File: config.mk
export PLATFORM = sky130hd
export DESIGN_NAME = uc_pin_sync
export DESIGN_NICKNAME = d
export VERILOG_FILES = /design/src/hdl/ucstats_pkg.sv /design/src/hdl/uc_pin_sync.sv
export SDC_FILE = /design/constraint.sdc
export NUM_CORES = 1
export LEC_CHECK = 0
export BUFFER_PORTS_ARGS = -buffer_cell sky130_fd_sc_hd__buf_4
export CAP_MARGIN = 5
export CORE_AREA = 4 4 44 46
export CTS_CLUSTER_DIAMETER = 50
export DETAILED_ROUTE_END_ITERATION = 10
export DIE_AREA = 0 0 48 50
export HOLD_SLACK_MARGIN = 0.15
export PLACE_DENSITY = 0.68
export SYNTH_ARGS = -nofsm -noshare
export SYNTH_HDL_FRONTEND = slang
export SYNTH_SLANG_ARGS = --single-unit
File: constraint.sdc
create_clock -name clk -period 0.8 [get_ports clk]
set_input_delay 0.04 -clock clk [delete_from_list [all_inputs] [get_ports clk]]
set_output_delay 0.04 -clock clk [all_outputs]
set_load 0.05 [all_outputs]
File: src/hdl/ucstats_pkg.sv
`default_nettype none

package ucstats_pkg;

   // widths and bank geometry
   localparam int UC_BYTE_W   = 8;
   localparam int STAT_WORD_W = 32;
   localparam int STAT_ADDR_W = 10;
   localparam int BANK_DEPTH  = 1 << STAT_ADDR_W;
   localparam int NUM_BANKS   = 2;

   typedef logic [UC_BYTE_W-1:0]   uc_byte_t;
   typedef logic [STAT_WORD_W-1:0] stat_word_t;
   // link engine view: sfp in [9:5], word in [4:0]
   typedef logic [STAT_ADDR_W-1:0] stat_addr_t;

   // --------------------------------------------------
   // transfer address, bytes as loaded or fields as decoded
   typedef union packed {
      uc_byte_t [1:0] bytes;
      struct packed {
         logic       wr;
         logic [2:0] rsvd;
         logic [1:0] space;
         stat_addr_t idx;
      } f;
   } uc_addr_u;

   // address map
   localparam logic [1:0] SPACE_STAT   = 2'd0;
   localparam logic [1:0] SPACE_FPGA   = 2'd1;
   localparam stat_addr_t IDX_INTERVAL = 10'd1;
   localparam stat_addr_t IDX_CODE     = 10'd2;

   localparam stat_word_t CODE_WORD = 32'hC001C0DE;
   localparam stat_word_t BAD_WORD  = 32'hDEADBEEF;

   // --------------------------------------------------
   typedef enum logic [4:0] {
      UC_IDLE, UC_ADDR0, UC_ADDR1, UC_DEC,
      UC_DATA0, UC_DATA1, UC_DATA2, UC_DATA3,
      UC_WR_RAM, UC_RD_RAM, UC_RD_FALL, UC_RD_MASTER,
      UC_DRIVE0, UC_DRIVE1, UC_DRIVE2, UC_DRIVE3,
      UC_DONE
   } uc_state_e;

   typedef enum logic [1:0] {
      BANK_IDLE, BANK_WRITING, BANK_INTERVAL_DONE, BANK_UPDATE
   } bank_state_e;

endpackage

`default_nettype wire

File: src/hdl/uc_pin_sync.sv
`timescale 1ns/100ps
`default_nettype none

module uc_pin_sync (
   input  logic                 clk,
   input  logic                 uc_rst_n,
   input  logic                 cs,
   input  logic                 valid,
   input  logic                 master,
   input  ucstats_pkg::uc_byte_t data_in,
   output logic                 cs_s,
   output logic                 master_s,
   output logic                 valid_rise,
   output logic                 valid_fall,
   output ucstats_pkg::uc_byte_t data_s
);
   // packed as {cs, master, valid, data}
   logic [ucstats_pkg::UC_BYTE_W+2:0] meta;
   logic [ucstats_pkg::UC_BYTE_W+2:0] sync;
   logic                              valid_s;
   logic                              valid_d;

   // two flops per pin, then one more on the strobe for edges
   always_ff @(posedge clk or negedge uc_rst_n) begin
      if (!uc_rst_n) begin
         meta    <= '0;
         sync    <= '0;
         valid_d <= 1'b0;
      end else begin
         meta    <= {cs, master, valid, data_in};
         sync    <= meta;
         valid_d <= valid_s;
      end
   end

   assign cs_s     = sync[ucstats_pkg::UC_BYTE_W+2];
   assign master_s = sync[ucstats_pkg::UC_BYTE_W+1];
   assign valid_s  = sync[ucstats_pkg::UC_BYTE_W];
   assign data_s   = sync[ucstats_pkg::UC_BYTE_W-1:0];

   // single cycle pulses
   assign valid_rise = valid_s & ~valid_d;
   assign valid_fall = ~valid_s & valid_d;

endmodule

`default_nettype wire

# Yosys cells after proc, flatten, opt, wreduce, memory -nomap -nowiden
# Cells that the tools add are included.
# op_classes
bitwise_logic,4
# op_table
op,n
$and 1x1->1,2
$not 1->1,2
# word_totals
out_inout_bits,12
regBits,23
elab_cells,7
input_bits,13

# Longest topological paths before layout
# depth
depth_word,2
depth_mapped,1
mapped_depth_nobuf,1

# Worst setup path after synthesis
# Ideal clock, no wire load.
# synth_path
path_type,register to output
start,register valid_d
end,output valid_rise
t_arrival_ps,1051
n_path_buf,0
required_ps,760
path_slack_ps,-291
stages_incl_launch_ff,2
cell_sequence,dfrtp_1 > nor2b_1
# synth_via
elab_chain_len,2
# synth_lines
item,line_no,text
from (decl),uc_pin_sync.sv:21,logic valid_d;
from (signal assigned),uc_pin_sync.sv:32,valid_d <= valid_s;
$not 1->1,uc_pin_sync.sv:42,assign valid_rise = valid_s & ~valid_d;
$and 1x1->1,uc_pin_sync.sv:42,
to (decl),uc_pin_sync.sv:13,"output logic valid_rise,"
# No other way between the ends.

# Worst setup path after layout
# layout_path
start,register valid_d
end,output valid_fall
# layout_via
elab_chain_len,1
# layout_lines
item,line_no,text
$and 1x1->1,uc_pin_sync.sv:43,assign valid_fall = ~valid_s & valid_d;
to (decl),uc_pin_sync.sv:14,"output logic valid_fall,"
# No other way between the ends.

==> flow_metrics.tcl <==
set metrics [dict create \
    die_y_um 50 \
    grt_usage_pct 8.541 \
    yosys_warnings 0 \
    finalCritPeriodShare_pct 138.7 \
    outcome "complete, but fails checks" \
    grt_pass1_vias 354 \
    post-route-min-period_ns 1.110 \
    clk_latency_ns 0.29 \
    powerDensity_nw_per_um2 2044 \
    wire_per_inst_um 10.59 \
    ff_latch_area_sq_um 575.6 \
    vias_per_cell 4.111 \
    diodes 0 \
    setup_violations 12 \
    synth.distinct_cells 4 \
    cts_buffer_depth 2 \
    grt_first_pass_wirelength_mm 1.435 \
    cts_made_buffers 3 \
    drtPass1Iterations 2 \
    rsz0062_at_grt "true" \
    arrival_ns 1.07 \
    fmax_mhz 901.1 \
    pre_cts_ws_ns -0.007322 \
    synthCells 33 \
    area_growth_syn_to_layout_pct 52.69 \
    synthesis.area_sq_um 650.6 \
    multi_input_area_sq_um 22.52 \
    antenna_found_initial 0 \
    wl_um 858 \
    final_core_util_pct 65.95 \
    fill_cells 105 \
    drtIter0Drc 2 \
    violations "negative setup slack" \
    floorplan.die_area_sq_um 2400 \
    syn_nets 46 \
    ys_seq_area_share_pct 88.46 \
    grt_max_degree 24 \
    crit_path_max_fanout 2 \
    slew_viol_final 0 \
    hold_path.class "in2async" \
    cts-root-buf "clkbuf_4" \
    dr_total_vias 333 \
    layout-drive-gt1-share_pct 44.62 \
    syn_area_per_cell_sq_um 19.72 \
    max_cap_viol_count 0 \
    crit_family "flip-flops" \
    path_buf_inv 1 \
    cpPeakStageDelay_ns 0.42 \
    drtAntennaViolNets 0 \
    drc_errors 0 \
    io_buffers 24 \
    slew_headroom_pct 82.23 \
    die_x_um 48 \
    core_sq_um 1506 \
    clock-sinks 23 \
    cts_tree "yes" \
    cp_slowest_cell "dfrtp_1" \
    hold_viol_final 0 \
    crit_path_end_kind "primary output" \
    nets 79 \
    cts.clk_slew.worst_paths_ns 0.11 \
    worstMarginPinSlew_ns 0.2665 \
    place.gp.congestion 0.5919 \
    ys_seq_elements 23 \
    path_cells "and2b_2, buf_8" \
    finClkSkew_ns 0.001673 \
    io-pin-count 25 \
    crit_path_start_kind "flop" \
    cp.required_ns 0.76 \
    start_util_pct 43.19 \
    layout_setup_ws_ns -0.3097 \
    crit_type "reg2out" \
    final_cell_mix "23 x dfrtp_1, 12 x dlygate4sd3_1, 12 x buf_4, 11 x buf_6, 3 x clkbuf_4" \
    num_rows 14 \
    cts_max_level 1 \
    ir_worst_vdd_v 0.001061 \
    final_common_cell "dfrtp_1" \
    grt_overflow 0 \
    p_leak_nw 0.4769 \
    worst_hold_slack_ns 0.1548 \
]
[registers in the layout, indices dropped and copies added (netlist names)]
signal / cells
meta: 11
sync: 11
valid_d: 1
[cell type report]
class / instances / share of cell area (%)
Sequential cell: 23 / 57.93
Clock buffer: 4 / 2.645
Tap cell: 16 / 2.015
Multi-Input combinational cell: 2 / 2.267
Timing Repair Buffer: 36 / 35.14
[report_power, final]
part	total, mW	internal [mW]	switching (mW)
clock	0.485	0.194	0.291
sequential	1.24	1.22	0.0220
combinational	0.304	0.142	0.162
[through the flow]
step / area (sq um) / instances / total power, mW / TNS, ns
2_1_floorplan: 658.1 / 33 / 1.410 / 0
3_3_place_gp: 798.3 / 65 / 1.495 / 0
3_5_place_dp: 798.3 / 65 / 1.501 / -0.007322
4_1_cts: 989.7 / 81 / 2.052 / -1.382
5_1_grt: 993.5 / 81 / 2.150 / -1.831
6_report: 993.5 / 81 / 2.030 / -1.238
[synthesized netlist by cell type]
| cell type | instances | share of area, % |
|---|---|---|
| nor2b_1 | 1 | 0.96 |
| dfrtp_1 | 23 | 88 |
| buf_4 | 8 | 9.2 |
| and2b_2 | 1 | 1.3 |
[kinds of logic (layout without fill, tap and decap cells)]
kind of cell	count (synthesis)	count (layout)	share of synthesized area, %
flip-flops	23	23	88.46
buffers and inverters	8	40	9.231
AND/OR/NAND/NOR	2	2	2.309
[worst paths after layout]
| path | startpoint | slack [ns] | endpoint | cells past startpoint |
|---|---|---|---|---|
| min reg2reg | meta[8] | 0.36 | sync[8] | 0 |
| max in group asynchronous | uc_rst_n | 0.44 | valid_d | 2 |
| max | valid_d | -0.31 | valid_fall | 2 |
| min in group clk | meta[8] | 0.36 | sync[8] | 0 |
| min | uc_rst_n | 0.15 | sync[4] | 2 |
| max reg2reg | sync[8] | 0.29 | valid_d | 0 |
[layer usage]
layer,GRT usage [%],wire length (um)
met4,4.036,15
met5,0,0
met2,13.22,470
met1,10.05,276
met3,3.273,95
[what timing repair did]
| item | in CTS | in global routing |
|---|---|---|
| hold buffers | 12 | 0 |
| resized for setup | 12 | 1 |
| endpoints found under the setup margin | 12 | 12 |
| setup buffers | 0 | 0 |
| gates cloned | 0 | 0 |
| endpoints found under the hold margin | 34 | 0 |
No activity file was read; power rests on OpenSTA's default activity.
