$ cat config.mk
export PLATFORM = sky130hd
export DESIGN_NAME = uc_addr_ctr_flat
export DESIGN_NICKNAME = d
export VERILOG_FILES = /design/src/hdl/ucstats_pkg.sv /design/src/hdl/uc_xfer_if.sv /design/src/hdl/uc_addr_ctr.sv /design/src/flat_wrapper.sv
export SDC_FILE = /design/constraint.sdc
export NUM_CORES = 1
export LEC_CHECK = 0
export CORE_UTILIZATION = 35
export DETAILED_ROUTE_END_ITERATION = 16
export DONT_BUFFER_PORTS = 1
export MAX_ROUTING_LAYER = met4
export REMOVE_ABC_BUFFERS = 1
export SLEW_MARGIN = 10
export SYNTH_ARGS = -nofsm -noshare
export SYNTH_HDL_FRONTEND = slang
export SYNTH_SLANG_ARGS = --single-unit
export TNS_END_PERCENT = 50
$ cat constraint.sdc
create_clock -name clk -period 1.9 [get_ports clk]
set_clock_uncertainty 0.05 [all_clocks]
set_input_delay 0.095 -clock clk [delete_from_list [all_inputs] [get_ports clk]]
set_output_delay 0.095 -clock clk [all_outputs]
set_load 0.01 [all_outputs]
$ cat src/hdl/ucstats_pkg.sv
`default_nettype none

package ucstats_pkg;

   // widths and bank geometry
   localparam int UC_BYTE_W   = 8;
   localparam int STAT_WORD_W = 32;
   localparam int STAT_ADDR_W = 10;
   localparam int BANK_DEPTH  = 1 << STAT_ADDR_W;
   localparam int NUM_BANKS   = 2;

   typedef logic [UC_BYTE_W-1:0]   uc_byte_t;
   typedef logic [STAT_WORD_W-1:0] stat_word_t;
   // link engine view: sfp in [9:5], word in [4:0]
   typedef logic [STAT_ADDR_W-1:0] stat_addr_t;

   // --------------------------------------------------
   // transfer address, bytes as loaded or fields as decoded
   typedef union packed {
      uc_byte_t [1:0] bytes;
      struct packed {
         logic       wr;
         logic [2:0] rsvd;
         logic [1:0] space;
         stat_addr_t idx;
      } f;
   } uc_addr_u;

   // address map
   localparam logic [1:0] SPACE_STAT   = 2'd0;
   localparam logic [1:0] SPACE_FPGA   = 2'd1;
   localparam stat_addr_t IDX_INTERVAL = 10'd1;
   localparam stat_addr_t IDX_CODE     = 10'd2;

   localparam stat_word_t CODE_WORD = 32'hC001C0DE;
   localparam stat_word_t BAD_WORD  = 32'hDEADBEEF;

   // --------------------------------------------------
   typedef enum logic [4:0] {
      UC_IDLE, UC_ADDR0, UC_ADDR1, UC_DEC,
      UC_DATA0, UC_DATA1, UC_DATA2, UC_DATA3,
      UC_WR_RAM, UC_RD_RAM, UC_RD_FALL, UC_RD_MASTER,
      UC_DRIVE0, UC_DRIVE1, UC_DRIVE2, UC_DRIVE3,
      UC_DONE
   } uc_state_e;

   typedef enum logic [1:0] {
      BANK_IDLE, BANK_WRITING, BANK_INTERVAL_DONE, BANK_UPDATE
   } bank_state_e;

endpackage

`default_nettype wire

$ cat src/hdl/uc_xfer_if.sv
`timescale 1ns/100ps
`default_nettype none

// strobes and address decode shared on the microcontroller side
interface uc_xfer_if;
   // driven by the transfer FSM
   logic [1:0] beat;
   logic       addr_ld;
   logic       data_ld;
   logic       wr_ram;
   logic       rd_ram;
   logic       drive;
   logic       chk;
   // driven by the address counter
   ucstats_pkg::uc_addr_u addr;
   logic                  invalid;
   logic                  interval_hit;

   modport fsm  (output beat, addr_ld, data_ld, wr_ram, rd_ram, drive, chk,
                 input  addr, invalid, interval_hit);
   modport ctr  (input  beat, addr_ld, wr_ram,
                 output addr, invalid, interval_hit);
   modport regs (input  beat, data_ld, rd_ram, drive, chk, addr, invalid);
   modport ram  (input  wr_ram, addr);
   modport bank (input  wr_ram, interval_hit);
endinterface

`default_nettype wire

$ cat src/hdl/uc_addr_ctr.sv
`timescale 1ns/100ps
`default_nettype none

module uc_addr_ctr (
   input  logic                 clk,
   input  logic                 uc_rst_n,
   input  ucstats_pkg::uc_byte_t data_s,
   uc_xfer_if.ctr               x
);
   logic fpga_space;

   // address bytes land by beat, index steps after each stored word
   always_ff @(posedge clk or negedge uc_rst_n) begin
      if (!uc_rst_n) begin
         x.addr <= '0;
      end else if (x.addr_ld) begin
         x.addr.bytes[x.beat[0]] <= data_s;
      end else if (x.wr_ram) begin
         x.addr.f.idx <= x.addr.f.idx + 1'b1;
      end
   end

   assign fpga_space = (x.addr.f.space == ucstats_pkg::SPACE_FPGA);

   // reserved bits, unknown space, or an unmapped fpga word
   assign x.invalid = (x.addr.f.rsvd != 3'd0) ||
                      (x.addr.f.space > ucstats_pkg::SPACE_FPGA) ||
                      (fpga_space && (x.addr.f.idx != ucstats_pkg::IDX_INTERVAL) &&
                                     (x.addr.f.idx != ucstats_pkg::IDX_CODE));

   // end of interval marker
   assign x.interval_hit = x.addr.f.wr && fpga_space &&
                           (x.addr.f.idx == ucstats_pkg::IDX_INTERVAL);

endmodule

`default_nettype wire

$ cat src/flat_wrapper.sv
// flat-port wrapper written by rule: the top's interface ports become plain ports
module uc_addr_ctr_flat 
  (clk, uc_rst_n, data_s, x_beat, x_addr_ld, x_wr_ram, x_addr, x_invalid, x_interval_hit);
  uc_xfer_if x_i ();
  input  logic clk;
  input  logic uc_rst_n;
  input  ucstats_pkg::uc_byte_t data_s;
  input wire logic [$bits(x_i.beat)-1:0] x_beat;
  input wire logic [$bits(x_i.addr_ld)-1:0] x_addr_ld;
  input wire logic [$bits(x_i.wr_ram)-1:0] x_wr_ram;
  output wire logic [$bits(x_i.addr)-1:0] x_addr;
  output wire logic [$bits(x_i.invalid)-1:0] x_invalid;
  output wire logic [$bits(x_i.interval_hit)-1:0] x_interval_hit;
  assign x_i.beat = x_beat;
  assign x_i.addr_ld = x_addr_ld;
  assign x_i.wr_ram = x_wr_ram;
  assign x_addr = x_i.addr;
  assign x_invalid = x_i.invalid;
  assign x_interval_hit = x_i.interval_hit;
  uc_addr_ctr u_core (.clk(clk), .uc_rst_n(uc_rst_n), .data_s(data_s), .x(x_i));
endmodule
### Yosys cells after proc, flatten, opt, wreduce, memory -nomap -nowiden

Index checks and enable logic that the tools add are counted.

| cells by class | value |
|---|---|
| equality and inequality tests | 4 |
| $lt $le $gt $ge | 3 |
| reductions and logical operators | 9 |
| mux-type cells | 5 |
| add/sub/neg operators | 1 |

Operators by type and width:

| cell | number |
|---|---|
| $mux 10 | 2 |
| $bwmux 16 | 1 |
| $add 10x1->10 const B | 1 |
| $eq 10x1->1 const B | 1 |
| $ne 10x1->1 const B | 1 |
| $ne 10x2->1 const B | 1 |
| $demux 8 s1 | 1 |
| $mux 8 | 1 |
| $logic_and 1x1->1 | 5 |
| $reduce_bool 3->1 | 1 |
| $eq 2x1->1 const B | 1 |
| $gt 2x1->1 const B | 1 |
| $logic_or 1x1->1 | 2 |
| $lt 1x2->1 const B | 1 |
| $reduce_bool 2->1 | 1 |
| $ge 1x1->1 const B | 1 |

| word-level totals | value |
|---|---|
| output and inout port bits | 18 |
| input port bits | 14 |
| flip-flop bits (word level) | 16 |
| logic and storage cells | 24 |

### Longest topological paths before layout

| depth | value |
|---|---|
| word-level depth | 6 |
| mapped depth | 5 |
| mapped depth without buffers | 4 |

### Worst setup path before layout

Ideal clock, no wire load.

| timing | value |
|---|---|
| path kind | register to output |
| start | reg u_core.x.addr[6] |
| end | out x_invalid |
| slack | 0.407 ns |
| stages on the path, launching flop included | 4 |
| data arrival time | 1.348 ns |
| required time | 1.755 ns |
| path through | dfrtp_1 nor4_1 o211ai_1 a2111o_1 |

| between the ends | value |
|---|---|
| longest elaborated chain between the ends | 4 |
| elaborated cells on any way between the ends | 5 |
| those cells by class | eq/ne (2); reduce/logical (3) |

RTL lines:

| element | line | text |
|---|---|---|
| from (decl) | uc_xfer_if.sv:22 | `output addr, invalid, interval_hit);` |
| $ne 10x1->1 | uc_addr_ctr.sv:28 | `(fpga_space && (x.addr.f.idx != ucstats_pkg::IDX_INTERVAL) &&` |
| $logic_and 1x1->1 | uc_addr_ctr.sv:28 |  |
| $logic_and 1x1->1 (*) | uc_addr_ctr.sv:28 |  |
| $logic_or 1x1->1 (*) | uc_addr_ctr.sv:27 | `(x.addr.f.space > ucstats_pkg::SPACE_FPGA) \|\|` |
| to (decl) | flat_wrapper.sv:12 | `output wire logic [$bits(x_i.invalid)-1:0] x_invalid;` |

Mark *: on every way between the ends. The rest lies on a longest branch, timed or not.

### Worst setup path after layout

| timing | value |
|---|---|
| start | reg u_core.x.addr[5] |
| end | out x_invalid |

Same word-level chain as after synthesis.

==> results.sh <==
export IMPL_outcome="completed"
export IMPL_die_w_um=53.89
export IMPL_vias=821
export IMPL_drt_iter0_markers=10
export IMPL_htreeDepth=1
export IMPL_synth_simple_area_share_pct=23.37
export IMPL_max_slew_margin_rel_pct=51.78
export IMPL_critical_path_class="flip-flop to output port"
export IMPL_peakVddDrop_v=0.0004226
export IMPL_synth_compound_area_share_pct=16.60
export IMPL_required_ns=1.75
export IMPL_hold_viol_final=0
export IMPL_firstDrtPassIters=4
export IMPL_post_route_period_util_pct=95.80
export IMPL_synth_top_family_by_area="simple AND/OR/NAND/NOR gates"
export IMPL_grt_pass1_vias=795
export IMPL_leakage_nw=0.4606
export IMPL_track_usage_pct=17.94
export IMPL_gp_congestion=0.8380
export IMPL_routed_via_density=5.823
export IMPL_dieArea_mm2=0.002904
export IMPL_hold_path_class="input pin to flip-flop"
export IMPL_wl_um=2289
export IMPL_synth_edf_count=0
export IMPL_ioPinCount=32
export IMPL_hpwl_um=1687
export IMPL_ys_seq_area_share_pct=42.50
export IMPL_start_kind="flip-flop"
export IMPL_maxCapViolations=0
export IMPL_grt_max_degree=17
export IMPL_grt_pass1_wl_um=3581
export IMPL_clock_path_buffers=2
export IMPL_cts_sinks=16
export IMPL_grt_ovfl_total=0
export IMPL_cellPowerDensity_mw_per_mm2=832.6
export IMPL_synth_cell_types=37
export IMPL_r2r_slack_ns=0.31
export IMPL_timing_hold_ws_ns=0.009066
export IMPL_endpoint_kind="output port"
export IMPL_layout_min_cycle_time_ns=1.820
export IMPL_rows=18
export IMPL_nets=129
export IMPL_syn_area_um2=942.2
export IMPL_setup_worst_path_end="x_invalid"
export IMPL_max_freq_mhz=549.4
export IMPL_dieHeight_um=53.89
export IMPL_drive_above_1_share_pct=20.72
export IMPL_synthMuxAreaShare_pct=10.49
export IMPL_largest_register_ffs=16
export IMPL_design_area_mm2=0.001184
export IMPL_r2r_cells=4
export IMPL_insertion_delay_ns=0.28
export IMPL_cts_buffers=3
export IMPL_synthArstFlopShare_pct=100.0
export IMPL_regMostFlops="u_core.x.addr"
export IMPL_top_regs="u_core.x.addr (16)"
export IMPL_yosys_warnings=0
export IMPL_cts_setup_buffers=0
export IMPL_netlist_instances=94
export IMPL_setup_tns_ns=0
export IMPL_setup_violations=0
export IMPL_synth_xor_area_share_pct=0
export IMPL_port_buffers=0
export IMPL_drc=0
export IMPL_cts_tree="done"
export IMPL_synthFlopType="dfrtp_1"
export IMPL_avgSynthCellArea_um2=10.02
export IMPL_synthToLayoutAreaGrowth_pct=25.63
export IMPL_crit_path_start="u_core.x.addr[5]$_DFFE_PN0P_"
export IMPL_synth_adder_area_share_pct=3.984
export IMPL_hold_depth=2
export IMPL_cp_max_fo=6
export IMPL_rsz0062_at_grt="false"
export IMPL_r2r_end="u_core.x.addr[8]$_DFFE_PN0P_"
export IMPL_clk_pin_slew_ns=0.10
export IMPL_ant_nets=0
export IMPL_core_mm2=0.002500
export IMPL_antenna_found_initial=0
export IMPL_placed_area_um2=999.7
export IMPL_wl_per_cell_um=16.23
export IMPL_initial_core_util_pct=37.69
export IMPL_ys_seq_elements=16
export IMPL_r2r_start="u_core.x.addr[1]$_DFFE_PN0P_"
export IMPL_cts_root_buf="clkbuf_4"
export IMPL_tightest_slew_ns=0.7209
export IMPL_slew_viol_final=0
export IMPL_antenna_cells=0
export IMPL_critPathArrivalTime_ns=1.68
kinds of logic (layout without fill, tap and decap cells):
kind of cell	after synthesis	in the layout
multiplexers	9	9
buffers and inverters	7	24
adder cells (fa/ha/maj)	3	3
AND/OR/NAND/NOR	37	37
AO/OA/AOI/OAI	22	22
flip-flops	16	16
per-stage QoR:
step	utilization [%]	power, mW	instances	setup WS, ns
finish	47.35	0.9855	141	0.07989
global route	47.35	1.048	141	0.006821
CTS	46.85	0.9867	141	0.02726
detailed placement	39.99	0.7216	125	0.1856
global placement	39.99	0.7115	125	0.2029
floorplan	-	0.6373	90	0.4066
per-layer routing:
| layer | share of wire (%) | global-route usage, % |
|---|---|---|
| met1 | 46 | 23.44 |
| met2 | 50 | 28.19 |
| met3 | 4.0 | 3.107 |
| met4 | 0.57 | 5.263 |
| met5 | 0 | - |
what timing repair did:
| action | in CTS | in global routing |
|---|---|---|
| hold buffers | 12 | 0 |
| endpoints found under the hold margin | 32 | 0 |
| endpoints found under the setup margin | 1 | 1 |
| gates resized for setup | 2 | 4 |
worst max-delay path, cell delays in order (launching register included):
cell and delay, ns:
dfrtp_2 0.49, nor4_4 0.30, o211ai_1 0.13, a2111o_1 0.47
synthesized netlist by cell type, types with 3 or more instances:
library cell   n  area share (%)
dfrtp_1       16              42
mux2_2         7             8.4
nor2_1         7             2.8
nand2_1        6             2.4
a21oi_1        4             2.1
nand3_1        4             2.1
ha_1           3             4.0
inv_1          3             1.2
o21ai_0        3             1.6
o22ai_1        3             2.0
worst min-delay path by stage:
stage | from | to | slack, ns
after floorplan | uc_rst_n | u_core.x.addr[0]$_DFFE_PN0P_ | -0.25
after detailed placement | uc_rst_n | u_core.x.addr[1]$_DFFE_PN0P_ | -0.25
after global placement | uc_rst_n | u_core.x.addr[1]$_DFFE_PN0P_ | -0.25
after CTS | x_wr_ram | u_core.x.addr[1]$_DFFE_PN0P_ | 0.003
final | x_addr_ld | u_core.x.addr[0]$_DFFE_PN0P_ | 0.009
after global routing | x_addr_ld | u_core.x.addr[0]$_DFFE_PN0P_ | 0.004
final cells by class:
| type | instances | area, um2 |
|---|---|---|
| fillers | 247 | 1316 |
| multi-input cells | 71 | 536.8 |
| flip-flops and latches | 16 | 404.1 |
| repair buffers | 17 | 157.7 |
| well taps | 30 | 37.54 |
| clock buffers | 4 | 36.28 |
| inverters | 3 | 11.26 |
where the power goes:
part | internal, mW | total (mW) | switching [mW] | leakage, nW
Sequential | 0.399 | 0.508 | 0.109 | 0.179
Clock | 0.116 | 0.223 | 0.107 | 0.0210
Combinational | 0.127 | 0.254 | 0.128 | 0.261
placed cells by master, fill, tap and decap left out, drive strengths merged, types with 3 or more instances in the layout:
cell type	instances
a21oi	4
buf	5
clkbuf	4
dfrtp	16
dlygate4sd3	12
ha	3
inv	3
mux2	7
nand2	6
nand3	4
nand4	3
nor2	7
nor4	3
o21ai	3
o22ai	3
(Power assumes the default switching activity.)
