$ cat config.mk
export PLATFORM = sky130hd
export DESIGN_NAME = uc_xfer_regs_flat
export DESIGN_NICKNAME = d
export VERILOG_FILES = /design/src/hdl/ucstats_pkg.sv /design/src/hdl/uc_xfer_if.sv /design/src/hdl/uc_xfer_regs.sv /design/src/flat_wrapper.sv
export SDC_FILE = /design/constraint.sdc
export NUM_CORES = 1
export LEC_CHECK = 0
export BUFFER_PORTS_ARGS = -buffer_cell sky130_fd_sc_hd__buf_2
export CAP_MARGIN = 25
export CORE_MARGIN = 5
export CORE_UTILIZATION = 45
export DETAILED_ROUTE_END_ITERATION = 12
export GPL_ROUTABILITY_DRIVEN = 0
export PLACE_DENSITY_LB_ADDON = 0.2
export SLEW_MARGIN = 0
export SYNTH_ARGS = -nofsm -noshare
export SYNTH_HDL_FRONTEND = slang
export SYNTH_SLANG_ARGS = --single-unit
export TNS_END_PERCENT = 20
$ cat constraint.sdc
create_clock -name clk -period 2.1 [get_ports clk]
set_input_delay 0.42 -clock clk [delete_from_list [all_inputs] [get_ports clk]]
set_output_delay 0.42 -clock clk [all_outputs]
set_load 0.02 [all_outputs]
$ cat src/hdl/ucstats_pkg.sv
`default_nettype none

package ucstats_pkg;

   // widths and bank geometry
   localparam int UC_BYTE_W   = 8;
   localparam int STAT_WORD_W = 32;
   localparam int STAT_ADDR_W = 10;
   localparam int BANK_DEPTH  = 1 << STAT_ADDR_W;
   localparam int NUM_BANKS   = 2;

   typedef logic [UC_BYTE_W-1:0]   uc_byte_t;
   typedef logic [STAT_WORD_W-1:0] stat_word_t;
   // link engine view: sfp in [9:5], word in [4:0]
   typedef logic [STAT_ADDR_W-1:0] stat_addr_t;

   // --------------------------------------------------
   // transfer address, bytes as loaded or fields as decoded
   typedef union packed {
      uc_byte_t [1:0] bytes;
      struct packed {
         logic       wr;
         logic [2:0] rsvd;
         logic [1:0] space;
         stat_addr_t idx;
      } f;
   } uc_addr_u;

   // address map
   localparam logic [1:0] SPACE_STAT   = 2'd0;
   localparam logic [1:0] SPACE_FPGA   = 2'd1;
   localparam stat_addr_t IDX_INTERVAL = 10'd1;
   localparam stat_addr_t IDX_CODE     = 10'd2;

   localparam stat_word_t CODE_WORD = 32'hC001C0DE;
   localparam stat_word_t BAD_WORD  = 32'hDEADBEEF;

   // --------------------------------------------------
   typedef enum logic [4:0] {
      UC_IDLE, UC_ADDR0, UC_ADDR1, UC_DEC,
      UC_DATA0, UC_DATA1, UC_DATA2, UC_DATA3,
      UC_WR_RAM, UC_RD_RAM, UC_RD_FALL, UC_RD_MASTER,
      UC_DRIVE0, UC_DRIVE1, UC_DRIVE2, UC_DRIVE3,
      UC_DONE
   } uc_state_e;

   typedef enum logic [1:0] {
      BANK_IDLE, BANK_WRITING, BANK_INTERVAL_DONE, BANK_UPDATE
   } bank_state_e;

endpackage

`default_nettype wire

$ cat src/hdl/uc_xfer_if.sv
`timescale 1ns/100ps
`default_nettype none

// strobes and address decode shared on the microcontroller side
interface uc_xfer_if;
   // driven by the transfer FSM
   logic [1:0] beat;
   logic       addr_ld;
   logic       data_ld;
   logic       wr_ram;
   logic       rd_ram;
   logic       drive;
   logic       chk;
   // driven by the address counter
   ucstats_pkg::uc_addr_u addr;
   logic                  invalid;
   logic                  interval_hit;

   modport fsm  (output beat, addr_ld, data_ld, wr_ram, rd_ram, drive, chk,
                 input  addr, invalid, interval_hit);
   modport ctr  (input  beat, addr_ld, wr_ram,
                 output addr, invalid, interval_hit);
   modport regs (input  beat, data_ld, rd_ram, drive, chk, addr, invalid);
   modport ram  (input  wr_ram, addr);
   modport bank (input  wr_ram, interval_hit);
endinterface

`default_nettype wire

$ cat src/hdl/uc_xfer_regs.sv
`timescale 1ns/100ps
`default_nettype none

module uc_xfer_regs (
   input  logic                   clk,
   input  logic                   uc_rst_n,
   input  ucstats_pkg::uc_byte_t   data_s,
   input  ucstats_pkg::stat_word_t rd_word,
   uc_xfer_if.regs                 x,
   output ucstats_pkg::stat_word_t wdata,
   output ucstats_pkg::uc_byte_t   data_out
);
   ucstats_pkg::stat_word_t rword;
   logic                    code_hit;
   logic                    stat_hit;

   // write word, one byte per data strobe
   always_ff @(posedge clk) begin
      if (x.data_ld) begin
         wdata[x.beat*ucstats_pkg::UC_BYTE_W +: ucstats_pkg::UC_BYTE_W] <= data_s;
      end
   end

   assign code_hit = (x.addr.f.space == ucstats_pkg::SPACE_FPGA) &&
                     (x.addr.f.idx == ucstats_pkg::IDX_CODE);
   assign stat_hit = (x.addr.f.space == ucstats_pkg::SPACE_STAT);

   // --------------------------------------------------
   // read word
   // fixed words at decode, bank word one state later
   always_ff @(posedge clk or negedge uc_rst_n) begin
      if (!uc_rst_n) begin
         rword <= '0;
      end else if (x.chk) begin
         if (x.invalid) begin
            rword <= ucstats_pkg::BAD_WORD;
         end else if (code_hit) begin
            rword <= ucstats_pkg::CODE_WORD;
         end else begin
            // interval marker reads back as zero
            rword <= '0;
         end
      end else if (x.rd_ram && stat_hit) begin
         rword <= rd_word;
      end
   end

   // byte 0 first, quiet between drive beats
   assign data_out = x.drive ?
                     rword[x.beat*ucstats_pkg::UC_BYTE_W +: ucstats_pkg::UC_BYTE_W] : '0;

endmodule

`default_nettype wire

$ cat src/flat_wrapper.sv
// flat-port wrapper written by rule: the top's interface ports become plain ports
module uc_xfer_regs_flat 
  (clk, uc_rst_n, data_s, rd_word, wdata, data_out, x_beat, x_data_ld, x_rd_ram, x_drive, x_chk, x_addr, x_invalid);
  uc_xfer_if x_i ();
  input  logic clk;
  input  logic uc_rst_n;
  input  ucstats_pkg::uc_byte_t data_s;
  input  ucstats_pkg::stat_word_t rd_word;
  output ucstats_pkg::stat_word_t wdata;
  output ucstats_pkg::uc_byte_t data_out;
  input wire logic [$bits(x_i.beat)-1:0] x_beat;
  input wire logic [$bits(x_i.data_ld)-1:0] x_data_ld;
  input wire logic [$bits(x_i.rd_ram)-1:0] x_rd_ram;
  input wire logic [$bits(x_i.drive)-1:0] x_drive;
  input wire logic [$bits(x_i.chk)-1:0] x_chk;
  input wire logic [$bits(x_i.addr)-1:0] x_addr;
  input wire logic [$bits(x_i.invalid)-1:0] x_invalid;
  assign x_i.beat = x_beat;
  assign x_i.data_ld = x_data_ld;
  assign x_i.rd_ram = x_rd_ram;
  assign x_i.drive = x_drive;
  assign x_i.chk = x_chk;
  assign x_i.addr = x_addr;
  assign x_i.invalid = x_invalid;
  uc_xfer_regs u_core (.clk(clk), .uc_rst_n(uc_rst_n), .data_s(data_s), .rd_word(rd_word), .x(x_i), .wdata(wdata), .data_out(data_out));
endmodule
# After elaboration in Yosys (flattened, before gate mapping)
# Index checks and enable logic that the tools add are counted.
# totals
ff_bits,64
inputBits,65
output_inout_bits,40
word_cells,18
# op_classes
addsub,1
n_eq_ne,2
shifts,3
n_mux,6
reduce_logical,4
# ops
operator,count
2-to-1 mux 32 bit,4
negation 5 -> 34 bit,1
"variable shift 8 x 34 -> 32 bit, first input constant",1
variable part select 8 x 34 -> 32 bit,1
bitwise mux 32 bit,1
variable part select 32 x 6 -> 8 bit,1
"equality test 10 x 2 -> 1 bit, second input constant",1
2-to-1 mux 8 bit,1
"equality test 2 x 1 -> 1 bit, second input constant",1
logical AND 1 bit,2
zero test 2 bit,1
nonzero test 2 bit,1

# Logic depth before layout (Yosys ltp)
# Gate-level depths: netlist (run 1).
# logic_depth
depth_word,5
ltp_mapped,6
depth_no_buf,5

# Least setup slack after synthesis (run 1)
# Ideal clock, no wire load.
# synth_timing
kind,in2out
from,input x_beat[0]
to,output data_out[0]
t_arrival_ns,1.312
required_ns,1.680
path_slack_ns,0.368
stages,3
path_buffers,1
path_cell_list,buf_4 mux4_2 and2_1
# synth_between
elab_chain_len,2
# synth_rtl
element,line_no,rtl
start: declaration,flat_wrapper.sv:11,input wire logic [$bits(x_i.beat)-1:0] x_beat;
variable part select 32 x 6 -> 8 bit,uc_xfer_regs.sv:50,rword[x.beat*ucstats_pkg::UC_BYTE_W +: ucstats_pkg::UC_BYTE_W] : '0;
2-to-1 mux 8 bit,uc_xfer_regs.sv:49,assign data_out = x.drive ?
end: declaration,flat_wrapper.sv:10,output ucstats_pkg::uc_byte_t data_out;
# Every way passes these cells.

# Worst setup path in the final report (run 1)
# layout_timing
from,register u_core.rword[25]
to,output data_out[1]
# layout_between
elab_chain_len,2
# layout_rtl
element,line_no,rtl
start: declaration,uc_xfer_regs.sv:13,ucstats_pkg::stat_word_t rword;
start signal: assignment,uc_xfer_regs.sv:36,rword <= ucstats_pkg::BAD_WORD;
start signal: assignment,uc_xfer_regs.sv:38,rword <= ucstats_pkg::CODE_WORD;
start signal: assignment,uc_xfer_regs.sv:44,rword <= rd_word;
variable part select 32 x 6 -> 8 bit,uc_xfer_regs.sv:50,
2-to-1 mux 8 bit,uc_xfer_regs.sv:49,
# Every way passes these cells.

==> impl_metrics.ini, run 1 <==
[cells_and_area]
drive_above_1_share_pct = 36.7
diodes = 0
nets = 422
syn_to_final_growth_pct = 28.7
finalInstanceArea_um2 = 3730
final_common_cell = buf_2
final_cell_mix = 100 x buf_2, 61 x nand2_1, 42 x and2_1

[yosys]
yosysSeqAreaShare_pct = 60.7
synth_area_leaders = edfxtp_1 33%, dfrtp_1 28%, and2_1 9.1%, nand2_1 7.9%, mux4_2 6.2%
syn_nets = 318
yosys.area.top_type = edfxtp_1
synth-warning-count = 0
netlist_instances = 248
synth_top_area_share_pct = 33.1
synth_seq_cells = 64
syn_area_per_cell_um2 = 11.7
mappedNetlistArea_um2 = 2900
synth_cell_types = 24

[timing]
rsz0062_at_grt = false
slew_headroom_pct = 36.1
fmax_mhz = 518
whs_ns = 0.133
worst_slack_ns = 0.169
period_needed_ns = 1.93
setup_violations = 0
worstMarginPinSlew_ns = 0.954
fin_skew_ns = 0
fin_setup_tns_ns = 0
finalCritPeriodShare_pct = 92.0
finalHoldViolCount = 0
report.final.slew_viol_count = 0

[clock_network]
clkLatencyLatePin_ns = 0.33
cts_tree = built
post_cts_resized = 0
clk_pin_slew_ns = 0.07
clock_sinks = 64
postCtsSetupRepairBufs = 0
htreeDepth = 3
numCtsBuffers = 9
cts.path.max_buffers = 2
hold_buffers = 0
clk_root_buffer_cell = clkbuf_8

[die]
die_h_um = 90.3
initial_core_util_pct = 46.0
core_um2 = 6310
die_w_um = 90.3
die_area_um2 = 8150
core.rowCount = 29
boundaryPins = 105

[power]
p_leak_nw = 1.58
p_total_w = 0.00289
pwr-share-seq_pct = 49.6
swShare_pct = 24.6
p_clk_share_pct = 36.6
power.density_nw_per_um2 = 774
p_comb_share_pct = 13.8
intPower_w = 0.00218
irDropWorstVdd_uv = 583
power_switching_w = 0.000712

[placed_design]
hpwl_um = 4840
portBuffers = 100
place_ws_ns = 0.169
place_area_um2 = 3530

[global_route]
grt_pass1_wl_um = 11100
grt_max_degree = 33
antenna_found_initial = 0
overflow = 0
grt_usage_pct = 16.9
grt_pass1_vias = 2295

[worst_setup_path]
worst_ep_arrival_time_ns = 1.51
worstSetupEndpointType = output port
critPathKind = reg2out
slowest_delay_ns = 0.46
path_cells = mux4_2, and2_1, buf_2
start_kind = flip-flop
path_max_fanout = 2
cp_slowest_cell = mux4_2
cp.required_ns = 1.68
crit_buf_inv = 1
crit_family = multiplexers

[flow_run]
maxCapViolations = 0

[detailed_routing]
routed_wl_um = 6660
drtIter0Drc = 33
vias = 2178
viasPerCell = 5.02
firstDrtPassIters = 4
routedWlPerCell_um = 15.3
drc = 0
drtAntennaViolNets = 0

[run_status]
outcome = finished, final reports clean

[hold_path]
hold_class = in2async
area by class of cell:
cell class / instances / area, um^2
clock buffer: 15 / 198
clock inverter: 1 / 7.51
fill: 574 / 2580
inverter: 3 / 11.3
multi-input combinational: 167 / 1070
sequential: 64 / 1760
tap: 77 / 96.3
timing repair buffer: 107 / 591
synth_stat cells (all sizes together):
cell and number:
and4 1, ha 5, dfrtp 32, nand2 61, or3b 1, and2 42, mux4 8, nor4bb 1
nor2 5, nor4 2, o21a 2, nor2b 1, a21oi 6, nand2b 3, clkinv 1, clkbuf 5
o32a 2, a31oi 25, edfxtp 32, nor3 1, inv 2, nor3b 1, buf 9
kinds of logic (layout without fill, tap and decap cells):
family / count (synthesis) / count (layout) / synth area share [%]
compound gates: 35 / 35 / 7.63
fa+ha+maj: 5 / 5 / 2.16
buf+inv: 17 / 126 / 2.67
flops: 64 / 64 / 60.7
mux: 8 / 8 / 6.21
simple gates: 119 / 119 / 20.6
sequential cells by signal, summed over array words and instances, names as in the netlist:
register	flops
u_core.rword	32
u_core.wdata	32
per-stage QoR:
stage	instances	utilization [%]
floorplan	248	-
global placement	418	55.9
detailed placement	418	55.9
CTS	434	59.1
global route	434	59.1
finish	434	59.1
worst paths after layout:
| check | end | slack, ns | depth (start not counted) | startpoint |
|---|---|---|---|---|
| min in group clk | u_core.rword[24] | 0.32 | 3 | rd_word[24] |
| hold reg to reg | u_core.rword[20] | 0.52 | 2 | u_core.rword[20] |
| max in group asynchronous | u_core.rword[6] | 1.50 | 1 | uc_rst_n |
| setup reg to reg | u_core.rword[4] | 1.26 | 1 | u_core.rword[4] |
| setup / recovery | data_out[1] | 0.17 | 3 | u_core.rword[25] |
| hold / removal | u_core.rword[27] | 0.13 | 1 | uc_rst_n |
power by group through the flow:
stage	Combinational [W]	Clock [W]	Sequential, W
3_3_place_gp	0.000398	0	0.00146
5_1_grt	0.000442	0.00115	0.00144
6_report	0.000397	0.00106	0.00143
3_5_place_dp	0.000404	0	0.00146
2_1_floorplan	0.000198	0	0.00149
4_1_cts	0.000405	0.00108	0.00143
layer usage:
| layer | global-route usage, % | wire (um) |
|---|---|---|
| met2 | 28.5 | 3350 |
| met5 | 0 | 0 |
| met1 | 20.8 | 2790 |
| met3 | 4.25 | 417 |
| met4 | 6.33 | 93 |
Note: power is estimated with default switching activity, not from simulation.
==> run 2, diff against run 1 <==
--- a/config.mk
+++ b/config.mk
@@ -7,7 +7,6 @@
 export LEC_CHECK = 0
 export BUFFER_PORTS_ARGS = -buffer_cell sky130_fd_sc_hd__buf_2
 export CAP_MARGIN = 25
-export CORE_MARGIN = 5
 export CORE_UTILIZATION = 45
 export DETAILED_ROUTE_END_ITERATION = 12
 export GPL_ROUTABILITY_DRIVEN = 0
==> constraint.sdc (replaced) <==
create_clock -name clk -period 2.3 [get_ports clk]
set_input_delay 0.46 -clock clk [delete_from_list [all_inputs] [get_ports clk]]
set_output_delay 0.46 -clock clk [all_outputs]
set_load 0.02 [all_outputs]
==> run 2 against run 1 <==
Compared with the run above:
- utilization up 1.7 points
- wire length down 0.69%
- first-iteration DRC count rose to 4.3 times the previous value
- critical endpoint is now data_out[5]
- clock-buffer cell count down 6
- sequential share of layout area up 0.56 points
- critical path type is now in2out
- design area down 1.2%
- combinational power down 9.1%
- clock power down 14%
- global-route usage up 3.8 points
- sequential power down 8%
- flip-flop and latch count unchanged
- critical path depth up 1
==> impl_metrics.ini, run 2 (synthesis results as in run 1) <==
[run_status]
outcome = finished, final reports clean

[timing]
fmax_mhz = 478
fin_skew_ns = 0
worst_slack_ns = 0.206
finalCritPeriodShare_pct = 91.1
worstMarginPinSlew_ns = 0.888
slew_headroom_pct = 40.5
fin_setup_tns_ns = 0
rsz0062_at_grt = false
finalHoldViolCount = 0
period_needed_ns = 2.09
setup_violations = 0
report.final.slew_viol_count = 0

[power]
power.density_nw_per_um2 = 699
irDropWorstVdd_uv = 391
p_leak_nw = 1.56
p_total_w = 0.00258

[die]
core.rowCount = 28
die_area_um2 = 6770
die_h_um = 82.3
initial_core_util_pct = 47.9
boundaryPins = 105
die_w_um = 82.3
core_um2 = 6060

[detailed_routing]
met2_length_um = 3060
route.met3.wl_um = 379
drc = 0
drtAntennaViolNets = 0
routedWlPerCell_um = 15.2
top_layer = met4
firstDrtPassIters = 4
drtIter0Drc = 141
wl_met1_um = 3080
viasPerCell = 5.11
vias = 2217
routed_wl_um = 6610

[global_route]
antenna_found_initial = 0
grt_usage_pct = 20.7
grt_max_degree = 33
grt_pass1_wl_um = 9980
grt_pass1_vias = 2022
overflow = 0

[placed_design]
portBuffers = 100
place_area_um2 = 3500
hpwl_um = 4700
place_ws_ns = 0.177

[cells_and_area]
nets = 424
final_util_pct = 60.9
syn_to_final_growth_pct = 27.2
final_cell_mix = 100 x buf_2, 61 x nand2_1, 42 x and2_1
finalInstanceArea_um2 = 3690
drive_above_1_share_pct = 37.0
top_regs = u_core.rword (32), u_core.wdata (32)
diodes = 0
final_common_cell = buf_2
fillers = 521

[clock_network]
clock_sinks = 64
post_cts_resized = 0
cts_tree = built
clkLatencyLatePin_ns = 0.33
numCtsBuffers = 9
clk_pin_slew_ns = 0.07
clk_root_buffer_cell = clkbuf_8
htreeDepth = 3
cts.path.max_buffers = 2
hold_buffers = 0
postCtsSetupRepairBufs = 0

[worst_setup_path]
worstSetupEndpointType = output port
critPathKind = in2out
crit_path_frequent_cell = buf_2
start_kind = input port
path_max_fanout = 10
cp_slowest_cell = mux4_2
path_cells = buf_2, mux4_2, and2_1, buf_2
slowest_delay_ns = 0.54
worst_ep_arrival_time_ns = 1.63
cp.required_ns = 1.84

[hold_path]
hold_class = in2async

[flow_run]
maxCapViolations = 0
-- run 2: changes by cell type in the layout (fill, tap and decap cells not counted), sizes merged --
cell,delta
clkbuf,-6
clkinv,+4
buf,+2
bufinv,+1
clkinvlp,+1
-- run 2: worst paths after layout --
check / depth (start not counted) / start / to / slack, ns
setup / recovery: 4 / x_beat[0] / data_out[5] / 0.21
hold reg to reg: 2 / u_core.rword[17] / u_core.rword[17] / 0.52
max in group asynchronous: 1 / uc_rst_n / u_core.rword[2] / 1.68
hold / removal: 1 / uc_rst_n / u_core.rword[1] / 0.17
min in group clk: 3 / rd_word[8] / u_core.rword[8] / 0.35
setup reg to reg: 1 / u_core.rword[4] / u_core.rword[4] / 1.42
-- run 2: worst max-delay path: cells and delay by family --
family | cells | cell delay [ns]
mux | 1 | 0.54
simple gates | 1 | 0.18
buf+inv | 2 | 0.44
-- run 2: routing by layer --
layer / track usage (%) / vias to the layer above
li1: - / 1080
met1: 29.8 / 1058
met2: 31.0 / 70
met3: 3.96 / 9
met4: 7.89 / 0
met5: 0 / -
-- run 2: final cells by class --
type / count / area [um^2] / area share, %
inverter: 3 / 11.3 / 0.305
tap: 75 / 93.8 / 2.54
timing repair buffer: 109 / 568 / 15.4
multi-input combinational: 167 / 1070 / 29.0
sequential: 64 / 1760 / 47.7
clock buffer: 9 / 124 / 3.36
clock inverter: 7 / 62.6 / 1.70
-- run 2: report_power, final --
part	total, W	internal, W	switching [W]
Clock	0.000908	0.000489	0.000419
Combinational	0.000361	0.000157	0.000204
Sequential	0.00131	0.00128	0.0000317
-- run 2: per-stage QoR --
stage / hold WS (ns) / std cells
after floorplan: 0.164 / 248
after global placement: 0.511 / 418
after detailed placement: 0.515 / 418
after CTS: 0.192 / 434
after global routing: 0.222 / 434
final: 0.172 / 434
